===== config.mk =====
export PLATFORM = sky130hd
export DESIGN_NAME = pipeline_stats
export DESIGN_NICKNAME = d
export VERILOG_FILES = /design/src/verilog/stats_pkg.sv /design/src/verilog/pipeline_stats.sv /design/src/verilog/status_regfile.sv /design/src/verilog/fill_watermark.sv /design/src/verilog/pkt_flag_classifier.sv /design/src/verilog/handshake_counter_bank.sv
export SDC_FILE = /design/constraint.sdc
export NUM_CORES = 1
export LEC_CHECK = 0
export BUFFER_PORTS_ARGS = -buffer_cell sky130_fd_sc_hd__buf_2
export CAP_MARGIN = 5
export CORE_ASPECT_RATIO = 2
export CORE_MARGIN = 5
export CORE_UTILIZATION = 50
export DETAILED_ROUTE_END_ITERATION = 12
export PLACE_DENSITY_LB_ADDON = 0.08
export SETUP_SLACK_MARGIN = 0.02
export SLEW_MARGIN = 10
export SYNTH_ARGS = -nofsm -noshare
export SYNTH_HDL_FRONTEND = slang
export SYNTH_SLANG_ARGS = --single-unit

===== constraint.sdc =====
create_clock -name clk_status -period 7.1 [get_ports clk_status]
set_clock_uncertainty 0.1 [all_clocks]
set_input_delay 1.42 -clock clk_status [delete_from_list [all_inputs] [get_ports clk_status]]
set_output_delay 1.42 -clock clk_status [all_outputs]
set_load 0.01 [all_outputs]

===== src/verilog/stats_pkg.sv =====
package stats_pkg;

    ////////////////////////////////////////////////////
    // Widths and status bus fields
    ////////////////////////////////////////////////////
    localparam int STAT_W      = 32;
    localparam int STAT_AWIDTH = 2;
    localparam int REG_IDX_W   = 8;
    localparam int FILL_W      = 10;

    localparam logic [STAT_AWIDTH-1:0] TOP_REG = '0;

    localparam int NUM_STATS     = 17;
    localparam int NUM_PKT_TAPS  = 3;
    localparam int NUM_META_TAPS = 7;

    typedef logic [STAT_W-1:0] stat_word_t;
    typedef logic [FILL_W-1:0] fill_level_t;

    // Returned for an unmapped index inside this block
    localparam stat_word_t UNKNOWN_READ_VALUE = 32'h345;

    // Data-mover disposition, value 3 unused
    typedef enum logic [1:0] {
        PKT_ETH  = 2'd0,
        PKT_DROP = 2'd1,
        PKT_PCIE = 2'd2
    } pkt_flag_e;

    // Register map
    typedef enum logic [REG_IDX_W-1:0] {
        IN_PKT           = 8'd0,
        OUT_PKT          = 8'd1,
        INCOMP_META      = 8'd2,
        PARSER_META      = 8'd3,
        MAX_PARSER_FIFO  = 8'd4,
        FD_IN            = 8'd5,
        FD_OUT           = 8'd6,
        MAX_FD_OUT_FIFO  = 8'd7,
        DM_IN            = 8'd8,
        EMPTYLIST_IN     = 8'd9,
        EMPTYLIST_OUT    = 8'd10,
        PKT_ETH_CNT      = 8'd11,
        PKT_DROP_CNT     = 8'd12,
        PKT_PCIE_CNT     = 8'd13,
        MAX_DM2PCIE_FIFO = 8'd14,
        PCIE_PKT         = 8'd15,
        PCIE_META        = 8'd16
    } stat_idx_e;

    ////////////////////////////////////////////////////
    // Stream taps
    ////////////////////////////////////////////////////
    typedef struct packed {
        logic valid;
        logic ready;
        logic eop;
    } pkt_tap_t;

    typedef struct packed {
        logic valid;
        logic ready;
    } meta_tap_t;

    typedef struct packed {
        logic      valid;
        logic      ready;
        pkt_flag_e flag;
    } dm_meta_tap_t;

    typedef struct packed {
        fill_level_t parser_fifo;
        fill_level_t fd_out_fifo;
        fill_level_t dm2pcie_fifo;
    } fill_levels_t;

endpackage

===== src/verilog/pipeline_stats.sv =====
`timescale 1ns/1ps

module pipeline_stats (
    input  logic                    clk_status,
    input  logic                    rst,
    input  stats_pkg::pkt_tap_t     eth_in,
    input  stats_pkg::pkt_tap_t     eth_out,
    input  stats_pkg::pkt_tap_t     pcie_pkt,
    input  stats_pkg::meta_tap_t    incomp_meta,
    input  stats_pkg::meta_tap_t    parser_meta,
    input  stats_pkg::meta_tap_t    fd_in,
    input  stats_pkg::meta_tap_t    fd_out,
    input  stats_pkg::meta_tap_t    emptylist_in,
    input  stats_pkg::meta_tap_t    emptylist_out,
    input  stats_pkg::meta_tap_t    pcie_meta,
    input  stats_pkg::dm_meta_tap_t dm_meta,
    input  stats_pkg::fill_levels_t fill_levels,
    input  logic [29:0]             status_addr,
    input  logic                    status_read,
    output stats_pkg::stat_word_t   status_readdata,
    output logic                    status_readdata_valid
);
    import stats_pkg::*;

    pkt_tap_t   [NUM_PKT_TAPS-1:0]  pkt_taps;
    meta_tap_t  [NUM_META_TAPS-1:0] meta_taps;
    stat_word_t [NUM_PKT_TAPS-1:0]  pkt_counts;
    stat_word_t [NUM_META_TAPS-1:0] meta_counts;
    stat_word_t                     dm_in_count;
    stat_word_t                     eth_count;
    stat_word_t                     drop_count;
    stat_word_t                     pcie_count;
    fill_levels_t                   peaks;
    stat_word_t [NUM_STATS-1:0]     stats;

    // Bank slots, packet then meta
    assign pkt_taps  = {pcie_pkt, eth_out, eth_in};
    assign meta_taps = {pcie_meta, emptylist_out, emptylist_in, fd_out, fd_in,
                        parser_meta, incomp_meta};

    handshake_counter_bank counter_bank_i (
        .clk_status  (clk_status),
        .rst         (rst),
        .pkt_taps    (pkt_taps),
        .meta_taps   (meta_taps),
        .pkt_counts  (pkt_counts),
        .meta_counts (meta_counts)
    );

    pkt_flag_classifier flag_classifier_i (
        .clk_status  (clk_status),
        .rst         (rst),
        .dm_meta     (dm_meta),
        .dm_in_count (dm_in_count),
        .eth_count   (eth_count),
        .drop_count  (drop_count),
        .pcie_count  (pcie_count)
    );

    fill_watermark watermark_i (
        .clk_status (clk_status),
        .rst        (rst),
        .levels     (fill_levels),
        .peaks      (peaks)
    );

    ////////////////////////////////////////////////////
    // Register map
    ////////////////////////////////////////////////////
    always_comb begin
        stats[IN_PKT]           = pkt_counts[0];
        stats[OUT_PKT]          = pkt_counts[1];
        stats[INCOMP_META]      = meta_counts[0];
        stats[PARSER_META]      = meta_counts[1];
        stats[MAX_PARSER_FIFO]  = stat_word_t'(peaks.parser_fifo);
        stats[FD_IN]            = meta_counts[2];
        stats[FD_OUT]           = meta_counts[3];
        stats[MAX_FD_OUT_FIFO]  = stat_word_t'(peaks.fd_out_fifo);
        stats[DM_IN]            = dm_in_count;
        stats[EMPTYLIST_IN]     = meta_counts[4];
        stats[EMPTYLIST_OUT]    = meta_counts[5];
        stats[PKT_ETH_CNT]      = eth_count;
        stats[PKT_DROP_CNT]     = drop_count;
        stats[PKT_PCIE_CNT]     = pcie_count;
        stats[MAX_DM2PCIE_FIFO] = stat_word_t'(peaks.dm2pcie_fifo);
        stats[PCIE_PKT]         = pkt_counts[2];
        stats[PCIE_META]        = meta_counts[6];
    end

    status_regfile regfile_i (
        .clk_status            (clk_status),
        .rst                   (rst),
        .stats                 (stats),
        .status_addr           (status_addr),
        .status_read           (status_read),
        .status_readdata       (status_readdata),
        .status_readdata_valid (status_readdata_valid)
    );

endmodule


===== src/verilog/status_regfile.sv =====
`timescale 1ns/1ps

module status_regfile (
    input  logic                                             clk_status,
    input  logic                                             rst,
    input  stats_pkg::stat_word_t [stats_pkg::NUM_STATS-1:0] stats,
    input  logic [29:0]                                      status_addr,
    input  logic                                             status_read,
    output stats_pkg::stat_word_t                            status_readdata,
    output logic                                             status_readdata_valid
);
    import stats_pkg::*;

    // Stage 1, sampled request
    logic                   read_r;
    logic [STAT_AWIDTH-1:0] sel_r;
    stat_idx_e              idx_r;

    // Stage 2, decoded result
    logic                   valid_top;
    stat_word_t             data_top;

    ////////////////////////////////////////////////////
    // Request register
    ////////////////////////////////////////////////////
    always_ff @(posedge clk_status) begin
        if (rst) begin
            read_r <= 1'b0;
        end else begin
            read_r <= status_read;
        end
    end

    always_ff @(posedge clk_status) begin
        sel_r <= status_addr[29 -: STAT_AWIDTH];
        idx_r <= stat_idx_e'(status_addr[REG_IDX_W-1:0]);
    end

    ////////////////////////////////////////////////////
    // Decode and register map mux
    ////////////////////////////////////////////////////
    always_ff @(posedge clk_status) begin
        if (rst) begin
            valid_top <= 1'b0;
        end else begin
            valid_top <= read_r && (sel_r == TOP_REG);
        end
    end

    always_ff @(posedge clk_status) begin
        if (read_r && (sel_r == TOP_REG)) begin
            if (int'(idx_r) < NUM_STATS) begin
                data_top <= stats[idx_r];
            end else begin
                data_top <= UNKNOWN_READ_VALUE;
            end
        end
    end

    // Output register
    always_ff @(posedge clk_status) begin
        if (rst) begin
            status_readdata_valid <= 1'b0;
        end else begin
            status_readdata_valid <= valid_top;
        end
    end

    always_ff @(posedge clk_status) begin
        if (valid_top) begin
            status_readdata <= data_top;
        end
    end

    // Fixed latency back to the strobe
    a_read_latency: assert property (
        @(posedge clk_status) disable iff (rst)
        status_readdata_valid |-> $past(status_read, 3)
    ) else $error("readdata_valid without a read three cycles earlier");

endmodule


===== src/verilog/fill_watermark.sv =====
`timescale 1ns/1ps

module fill_watermark (
    input  logic                    clk_status,
    input  logic                    rst,
    input  stats_pkg::fill_levels_t levels,
    output stats_pkg::fill_levels_t peaks
);
    import stats_pkg::*;

    function automatic fill_level_t max_level(fill_level_t cur, fill_level_t peak);
        return (cur > peak) ? cur : peak;
    endfunction

    // Running maxima, cleared only by reset
    always_ff @(posedge clk_status) begin
        if (rst) begin
            peaks <= '0;
        end else begin
            peaks.parser_fifo  <= max_level(levels.parser_fifo, peaks.parser_fifo);
            peaks.fd_out_fifo  <= max_level(levels.fd_out_fifo, peaks.fd_out_fifo);
            peaks.dm2pcie_fifo <= max_level(levels.dm2pcie_fifo, peaks.dm2pcie_fifo);
        end
    end

    ////////////////////////////////////////////////////
    // Checks
    ////////////////////////////////////////////////////
    a_peak_monotonic: assert property (
        @(posedge clk_status) disable iff (rst)
        !$past(rst) |->
            (peaks.parser_fifo  >= $past(peaks.parser_fifo)) &&
            (peaks.fd_out_fifo  >= $past(peaks.fd_out_fifo)) &&
            (peaks.dm2pcie_fifo >= $past(peaks.dm2pcie_fifo))
    ) else $error("fill watermark decreased");

endmodule


===== src/verilog/pkt_flag_classifier.sv =====
`timescale 1ns/1ps

module pkt_flag_classifier (
    input  logic                    clk_status,
    input  logic                    rst,
    input  stats_pkg::dm_meta_tap_t dm_meta,
    output stats_pkg::stat_word_t   dm_in_count,
    output stats_pkg::stat_word_t   eth_count,
    output stats_pkg::stat_word_t   drop_count,
    output stats_pkg::stat_word_t   pcie_count
);
    import stats_pkg::*;

    logic                accept;
    logic [STAT_W+1:0]   disp_sum;

    assign accept = dm_meta.valid & dm_meta.ready;

    always_ff @(posedge clk_status) begin
        if (rst) begin
            dm_in_count <= '0;
            eth_count   <= '0;
            drop_count  <= '0;
            pcie_count  <= '0;
        end else if (accept) begin
            dm_in_count <= dm_in_count + 1'b1;
            case (dm_meta.flag)
                PKT_ETH:  eth_count  <= eth_count + 1'b1;
                PKT_DROP: drop_count <= drop_count + 1'b1;
                PKT_PCIE: pcie_count <= pcie_count + 1'b1;
                // Reserved flag goes into the total only
                default: ;
            endcase
        end
    end

    always_comb begin
        disp_sum = {2'b00, eth_count} + {2'b00, drop_count} + {2'b00, pcie_count};
    end

    ////////////////////////////////////////////////////
    // Checks
    ////////////////////////////////////////////////////
    a_split_bounded: assert property (
        @(posedge clk_status) disable iff (rst)
        disp_sum <= {2'b00, dm_in_count}
    ) else $error("flag split exceeds data-mover total");

endmodule


===== src/verilog/handshake_counter_bank.sv =====
`timescale 1ns/1ps

module handshake_counter_bank (
    input  logic                                                 clk_status,
    input  logic                                                 rst,
    input  stats_pkg::pkt_tap_t   [stats_pkg::NUM_PKT_TAPS-1:0]  pkt_taps,
    input  stats_pkg::meta_tap_t  [stats_pkg::NUM_META_TAPS-1:0] meta_taps,
    output stats_pkg::stat_word_t [stats_pkg::NUM_PKT_TAPS-1:0]  pkt_counts,
    output stats_pkg::stat_word_t [stats_pkg::NUM_META_TAPS-1:0] meta_counts
);
    import stats_pkg::*;

    // Packet taps in the low slots, meta taps above
    logic [NUM_PKT_TAPS+NUM_META_TAPS-1:0]       hit;
    stat_word_t [NUM_PKT_TAPS+NUM_META_TAPS-1:0] counts;

    always_comb begin
        for (int i = 0; i < NUM_PKT_TAPS; i++) begin
            // Only the accepted end-of-packet beat
            hit[i] = pkt_taps[i].valid & pkt_taps[i].ready & pkt_taps[i].eop;
        end
        for (int j = 0; j < NUM_META_TAPS; j++) begin
            hit[NUM_PKT_TAPS+j] = meta_taps[j].valid & meta_taps[j].ready;
        end
    end

    always_ff @(posedge clk_status) begin
        if (rst) begin
            counts <= '0;
        end else begin
            for (int k = 0; k < NUM_PKT_TAPS + NUM_META_TAPS; k++) begin
                if (hit[k]) begin
                    counts[k] <= counts[k] + 1'b1;
                end
            end
        end
    end

    assign pkt_counts  = counts[NUM_PKT_TAPS-1:0];
    assign meta_counts = counts[NUM_PKT_TAPS+NUM_META_TAPS-1:NUM_PKT_TAPS];

    ////////////////////////////////////////////////////
    // Checks
    ////////////////////////////////////////////////////
    for (genvar g = 0; g < NUM_PKT_TAPS + NUM_META_TAPS; g++) begin : g_step_chk
        // Wrap-safe step of at most one
        a_count_step: assert property (
            @(posedge clk_status) disable iff (rst)
            !$past(rst) |-> stat_word_t'(counts[g] - $past(counts[g])) <= stat_word_t'(1)
        ) else $error("counter %0d stepped by more than one", g);
    end

endmodule


---- Word-level counts from Yosys, hierarchy flattened ----
Cells that the tools add are included.
cells by class
  $add $sub $neg .......................... 14
  $lt $le $gt $ge ......................... 5
  equal/unequal tests ..................... 2
  multiplexer cells ....................... 2
  bitwise gates (word level) .............. 14
  reduce and logical (&&, ||, !) cells .... 6
operators by type and width
  kind                   number
  $add 32x1->32 const B  14
  $bmux 32 s5            1
  $mux 32                1
  $gt 10x10->1           3
  $and 1x1->1            14
  $lt 8x5->1 const B     1
  $lt 8x6->1 const B     1
  $reduce_and 2->1       3
  $logic_not 2->1        2
  $eq 2x1->1 const B     1
  $eq 2x2->1 const B     1
  $logic_and 1x1->1      1
word-level totals
  flip-flop bits (word level) ............. 555
  bits of input ports ..................... 90

---- Logic depth before layout (Yosys ltp) ----
Gate-level depths: netlist of run 1.
  word-level depth ........................ 2
  gate-level depth with buffers ........... 9

---- Hierarchy ----
A second synthesis of run 1 with hierarchy kept.
second synthesis, totals
  cells, all modules ...................... 3016
  area total of the unflattened synthesis .. 28701.3 um^2
modules (own cells, without submodules)
  module                  times used  cells each  area an instance (um^2)  seq. area each (um^2)
  handshake_counter_bank  1           1650        14112.3                  6406.1
  status_regfile          1           452         6638.9                   2182.1
  pkt_flag_classifier     1           676         5808.1                   2562.5
  fill_watermark          1           237         2138.3                   600.6
  pipeline_stats          1           1           3.8                      0.0

---- Worst setup path after synthesis of run 1 ----
OpenSTA, ideal clock, no wires.
  path kind ............................... reg2reg
  start ................................... register regfile_i.read_r
  end ..................................... register regfile_i.data_top[0], enable pin
  arrival ................................. 2706 ps
  data required time ...................... 6530 ps
  path slack .............................. 3825 ps
  stages on the path, launching flop included .. 2
  path buffers ............................ 0
  cells stage by stage .................... dfxtp_1 -> nor3b_1
between the ends
  word-level cells in the longest chain between the ends .. 1
ends and longest elaborated chain
  what                    line                  source
  start, declared         status_regfile.sv:15  logic read_r;
  start signal, assigned  status_regfile.sv:30  read_r <= status_read;
  $logic_and 1x1->1       status_regfile.sv:51  if (read_r && (sel_r == TOP_REG)) begin
  end signal, assigned    status_regfile.sv:53  data_top <= stats[idx_r];
  end, declared           status_regfile.sv:21  stat_word_t data_top;
Every way passes these cells.
A chain may end at the register's enable or synchronous reset.

---- Worst setup path in the final report of run 1 ----
  start ................................... input port dm_meta[1] (netlist name)
  end ..................................... register flag_classifier_i.drop_count[30]
between the ends
  word-level cells in the longest chain between the ends .. 2
ends and longest elaborated chain
  what                               line                       source
  start, declared                    pipeline_stats.sv:16       input stats_pkg::dm_meta_tap_t dm_meta,
  $eq 2x1->1                         pkt_flag_classifier.sv:27  case (dm_meta.flag)
  $reduce_and 2->1 (no source line)  n/a
  end signal, assigned               pkt_flag_classifier.sv:29  PKT_DROP: drop_count <= drop_count + 1'b1;
  end, declared                      pkt_flag_classifier.sv:9   output stats_pkg::stat_word_t drop_count,
Every way passes these cells.

==> results.cfg, run 1 <==
[run_status]
status = finished clean

[cts]
clk_latency_ns = 0.60
cts_buffers = 50
clockBufferDepth = 3
cts.clk_slew.worst_paths_ns = 0.07
root_buffer = clkbuf_16
postCtsHoldBufs = 0
cts_tree = done
cts_setup_buffers = 0
post_cts_resized = 0
clock_sink_count = 555
htreeDepth = 2

[sta]
finalSetupViolCount = 0
tightestPinTransition_ns = 1.24
tns_ns = 0
hold_violations = 0
max_clock_freq_mhz = 290
slew_headroom_pct = 16.7
maxSlewViolCount = 0
rsz0062_at_grt = no
finalCritPeriodShare_pct = 48.6
period_minus_slack_ns = 3.45

[critical_path]
path_class = in -> reg
path_cells = buf_2 > and4b_1 > nand2_1 > or4_1 > nor4_1 > mux2_2
cp.required_ns = 7.48
crit_path_max_incr_delay_ns = 0.62
arrival_ns = 3.83
path_buf_inv = 1
path_max_fanout = 11
worstSetupEndpointType = register
cp_slowest_cell = and4b_1
cp-start-kind = input pin
crit_family = simple AND/OR/NAND/NOR gates

[logic_synthesis]
ys_types = 52
synth_seq_cells = 555
ys_top_cells_by_area = dfxtp_1 35%, edfxtp_1 6.8%, mux4_2 6.7%, xor2_1 5.6%, nor2_1 5.4%
synth.yosys.seq_area_share_pct = 41.6
avgSynthCellArea_um2 = 9.08
synth.top_cell.area_share_pct = 34.8
syn_area_um2 = 28200
yosysTopAreaCell = dfxtp_1
synthCells = 3110
yosysWarningCount = 0
synth_fp_nets = 3244

[drt]
drt-vias-per-instance = 5.87
first_iter_violations = 1664
drc = 0
totalWireLength_um = 81100
dr.pass1.iters = 5
wire_per_inst_um = 20.7
vias = 23000
ant_nets = 0

[floorplanning]
initial_core_util_pct = 50.3
floorplan.die_area_um2 = 61600
fp-row-count = 123
chipHeight_um = 346
die_w_um = 178
boundaryPins = 123
core_area_um2 = 56200

[min_path]
hold_class = reg -> reg

[flow_run]
drv_cap = 0

[power]
ir_worst_vdd_mv = 0.210
p_per_area_nw_per_um2 = 208
p_total_mw = 6.46
leakagePower_nw = 10.5

[layout]
drive_above_1_share_pct = 11.1
area_growth_pct = 9.85
final_cell_mix = 489 x dfxtp_1, 405 x nor2_1, 207 x nand2_1
regArea_um2 = 11800
multi_input_area_um2 = 15400
final_net_count = 3264
final_common_cell = dfxtp_1
fill_cells = 5105
num_antenna_cells = 0

[placement]
dp.final_hpwl_um = 60700
place_congestion = 0.901
io_buffers = 102

[grt]
grt_max_degree = 137
grt_first_pass_wirelength_um = 126000
antenna_found_initial = 2
grt_pass1_vias = 22800
grt_util_all_layers_pct = 25.8
overflow = 0
registers in the layout, summed over array words and instances (netlist names):
signal                           flops
counter_bank_i.meta_counts         224
counter_bank_i.pkt_counts           96
flag_classifier_i.dm_in_count       32
flag_classifier_i.drop_count        32
flag_classifier_i.eth_count         32
flag_classifier_i.pcie_count        32
regfile_i.data_top                  32
regfile_i.status_readdata           32
watermark_i.peaks                   30
regfile_i.idx_r                      8
regfile_i.sel_r                      2
regfile_i.read_r                     1
regfile_i.status_readdata_valid      1
regfile_i.valid_top                  1
power breakdown:
part | switching, mW | internal (mW) | total [mW]
logic | 0.211 | 0.143 | 0.353
registers | 0.0535 | 3.20 | 3.26
clock network | 1.24 | 1.61 | 2.85
worst paths after layout:
check	to	slack, ns	startpoint	depth (start not counted)
worst min-delay path	regfile_i.status_readdata[4]	0.32	regfile_i.data_top[4]	0
worst min register to register	regfile_i.status_readdata[4]	0.32	regfile_i.data_top[4]	0
worst max register to register	regfile_i.data_top[9]	3.86	regfile_i.idx_r[0]	6
worst max-delay path	flag_classifier_i.drop_count[30]	3.65	dm_meta[1]	6
layer usage:
layer | part of all wire (%) | vias up | global-route usage, %
met3 | 3.6 | 197 | 2.61
met2 | 55 | 575 | 49.0
met4 | 6.8 | 4 | 15.0
met5 | 0.033 | - | 0
li1 | - | 11100 | -
met1 | 35 | 11200 | 26.9
stage by stage:
step	setup slack, ns	instances	cell area [µm²]	utilization (%)	hold WS (ns)
finish	3.65	3921	31000	55.2	0.316
global route	3.42	3921	31000	55.2	0.326
CTS	3.63	3921	31000	55.2	0.320
detailed placement	3.01	3828	29300	52.2	0.305
global placement	3.09	3828	29300	52.2	0.303
floorplan	3.82	3110	28200	-	0.300
synth_stat cells (all sizes together):
master	instances
dfxtp	491
nor2	406
nand2	207
xor2	180
nand3	162
xnor2	159
nand4	143
inv	125
a21oi	121
clkbuf	119
o21ai	99
mux4	84
nor4	71
or3	68
nor3	66
edfxtp	64
nand2b	63
and3	57
and4	57
mux2i	46
ha	44
buf	42
nor2b	39
mux2	32
or4	23
a22oi	22
and2	22
o22ai	22
a221o	19
o31ai	12
a221oi	11
a21o	8
a211oi	4
or2	4
nor3b	3
nor4b	3
o41a	3
a31o	2
and4b	2
nand3b	2
nand4bb	1
or3b	1
or4b	1
logic make-up (layout without fill, tap and decap cells):
family | count (synthesis) | after routing | synth area share (%)
muxes | 162 | 162 | 9.61
adders and majority gates | 44 | 44 | 1.95
xor gates and xnor gates | 339 | 339 | 10.5
and+or+nand+nor | 1401 | 1401 | 25.6
AOI/OAI and AO/OA | 323 | 323 | 6.81
DFF | 555 | 555 | 41.6
buffers and inverters | 286 | 347 | 3.96
area by class of cell:
| type | instances | share of cell area [%] |
|---|---|---|
| Multi-Input combinational cell | 2269 | 49.6 |
| Sequential cell | 555 | 37.9 |
| Clock buffer | 69 | 4.66 |
| Tap cell | 750 | 3.03 |
| Timing Repair Buffer | 129 | 2.41 |
| Inverter | 125 | 1.51 |
| Clock inverter | 24 | 0.831 |
(Power assumes the default switching activity.)
==> run 2: changes to the inputs <==
Settings changed: ABC_AREA set to 1.
Clock period 7.1 ns to 3.3 ns, I/O delays scaled along.
==> results.cfg, run 2 <==
[run_status]
status = finished clean

[cts]
clockBufferDepth = 3
postCtsHoldBufs = 7
clk_latency_ns = 0.65
cts_buffers = 54
cts_tree = done
htreeDepth = 2
cts_setup_buffers = 0
root_buffer = clkbuf_16
cts.clk_slew.worst_paths_ns = 0.07
clock_sink_count = 555
post_cts_resized = 0

[sta]
finalSetupViolCount = 0
rsz0062_at_grt = no
tightestPinTransition_ns = 0.942
maxSlewViolCount = 0
slew_headroom_pct = 36.5
max_clock_freq_mhz = 366
period_minus_slack_ns = 2.73
hold_violations = 0
tns_ns = 0
finalCritPeriodShare_pct = 82.7

[placement]
io_buffers = 102
place_congestion = 1.01
dp.final_hpwl_um = 84600
place_inst = 5681

[drt]
totalWireLength_um = 109000
dr.pass1.iters = 6
wl_met1_um = 36600
wl_met2_um = 57600
routed.top_layer = met5
wire_per_inst_um = 18.9
drc = 0
vias = 31400
first_iter_violations = 2113
ant_nets = 0
met3_length_um = 4390
drt-vias-per-instance = 5.43

[floorplanning]
core_area_um2 = 62900
fp-row-count = 130
floorplan.die_area_um2 = 69100
chipHeight_um = 367
initial_core_util_pct = 50.5
die_w_um = 188
boundaryPins = 123

[logic_synthesis]
ys_top_cells_by_area = dfxtp_1 31%, nand2_1 13%, inv_1 8.1%, nor2_1 7.1%, a21oi_1 7.0%
yosysTopAreaCell = dfxtp_1
synthCells = 4891
avgSynthCellArea_um2 = 6.50
synthFlopType = dfxtp_1
synth.yosys.seq_area_share_pct = 36.9
ys_types = 50
synth_edf_count = 64
yosysWarningCount = 0
synth_fp_nets = 5025
syn_area_um2 = 31800
synthArstFlopShare_pct = 0
yosysMostFrequentCell = nand2_1
yosys-top-cells-count = 1130 x nand2_1, 688 x inv_1, 599 x nor2_1, 491 x dfxtp_1, 445 x a21oi_1
synth.top_cell.area_share_pct = 30.9
synth_seq_cells = 555

[critical_path]
worstSetupEndpointType = register
cp-start-kind = register
arrival_ns = 3.03
cp.required_ns = 3.60
path_class = reg -> reg
path_max_fanout = 23

[power]
leakagePower_nw = 13.8
p_per_area_nw_per_um2 = 430
ir_worst_vdd_mv = 0.397

[grt]
grt_pass1_vias = 30300
grt_max_degree = 91
overflow = 0
grt_util_all_layers_pct = 30.5
grt_first_pass_wirelength_um = 165000
antenna_found_initial = 3

[layout]
largest_reg_flops = 224
area_growth_pct = 10.3
final_net_count = 5086
final_common_cell = nand2_1
instances_no_fill = 5790
drive_above_1_share_pct = 8.38
final_cell_mix = 1130 x nand2_1, 688 x inv_1, 599 x nor2_1
fin_util_pct = 55.7
num_antenna_cells = 0

[flow_run]
drv_cap = 0

[min_path]
hold_class = in -> reg
[run 2: cell count changes in the layout (fill, tap and decap cells not counted), moves of 72 or more]
cell and change:
nand2_1 +923, nor2_1 +194, xnor2_1 -156, xor2_1 -148
inv_1 +564, nor3_1 +72, a21oi_1 +324, o21ai_0 +246
nand3_1 +188, mux4_2 -84
[run 2: metrics by stage]
| stage | power (mW) | hold slack, ns | area (µm²) | worst slack (ns) |
|---|---|---|---|---|
| detailed placement | 8.56 | 0.305 | 33200 | 0.604 |
| CTS | 15.2 | 0.000203 | 35100 | 0.577 |
| global placement | 8.54 | 0.302 | 33200 | 0.596 |
| floorplan | 8.07 | 0.299 | 31800 | 0.201 |
| global route | 15.6 | 0.0205 | 35100 | 0.500 |
| finish | 15.1 | 0.0268 | 35100 | 0.569 |
[run 2: layout make-up]
class,count,area (µm²)
sequential,555,11800
timing repair buffer,167,1150
fill,6537,27900
clock inverter,21,251
multi-input combinational,3469,16700
inverter,705,2660
tap,792,991
clock buffer,81,1610
[run 2: kinds of logic after synthesis]
group / Yosys count / share of synthesized area (%)
compound gates: 911 / 15.1
xor+xnor: 35 / 0.964
fa+ha+maj: 44 / 1.73
buf+inv: 867 / 10.7
flops: 555 / 36.9
simple gates: 2479 / 34.6
[run 2: critical path, cell delays in order (launching register included)]
cell and delay [ns]:
dfxtp_4 0.57, clkinv_2 0.52, buf_4 0.41, nand2_1 0.08
o21ai_0 0.08, a21oi_1 0.26, nand2_1 0.17, a21oi_1 0.22
nor2_1 0.06
[run 2: routing by layer]
metal	vias up	global-route usage, %
li1	16000	-
met1	14300	29.1
met2	819	58.3
met3	342	3.15
met4	2	24.1
met5	-	0
[run 2: final timing paths]
| path | slack [ns] | to | cells past startpoint | startpoint |
|---|---|---|---|---|
| worst max-delay path | 0.57 | regfile_i.data_top[10] | 8 | regfile_i.idx_r[1] |
| worst min-delay path | 0.03 | regfile_i.sel_r[1] | 1 | status_addr[29] |
| worst max register to register | 0.57 | regfile_i.data_top[10] | 8 | regfile_i.idx_r[1] |
| worst min register to register | 0.32 | regfile_i.status_readdata[25] | 0 | regfile_i.data_top[25] |
[run 2: power by group]
group          switching (mW)  internal, mW
Sequential              0.100          6.93
Clock                    2.90          3.77
Combinational           0.955         0.443
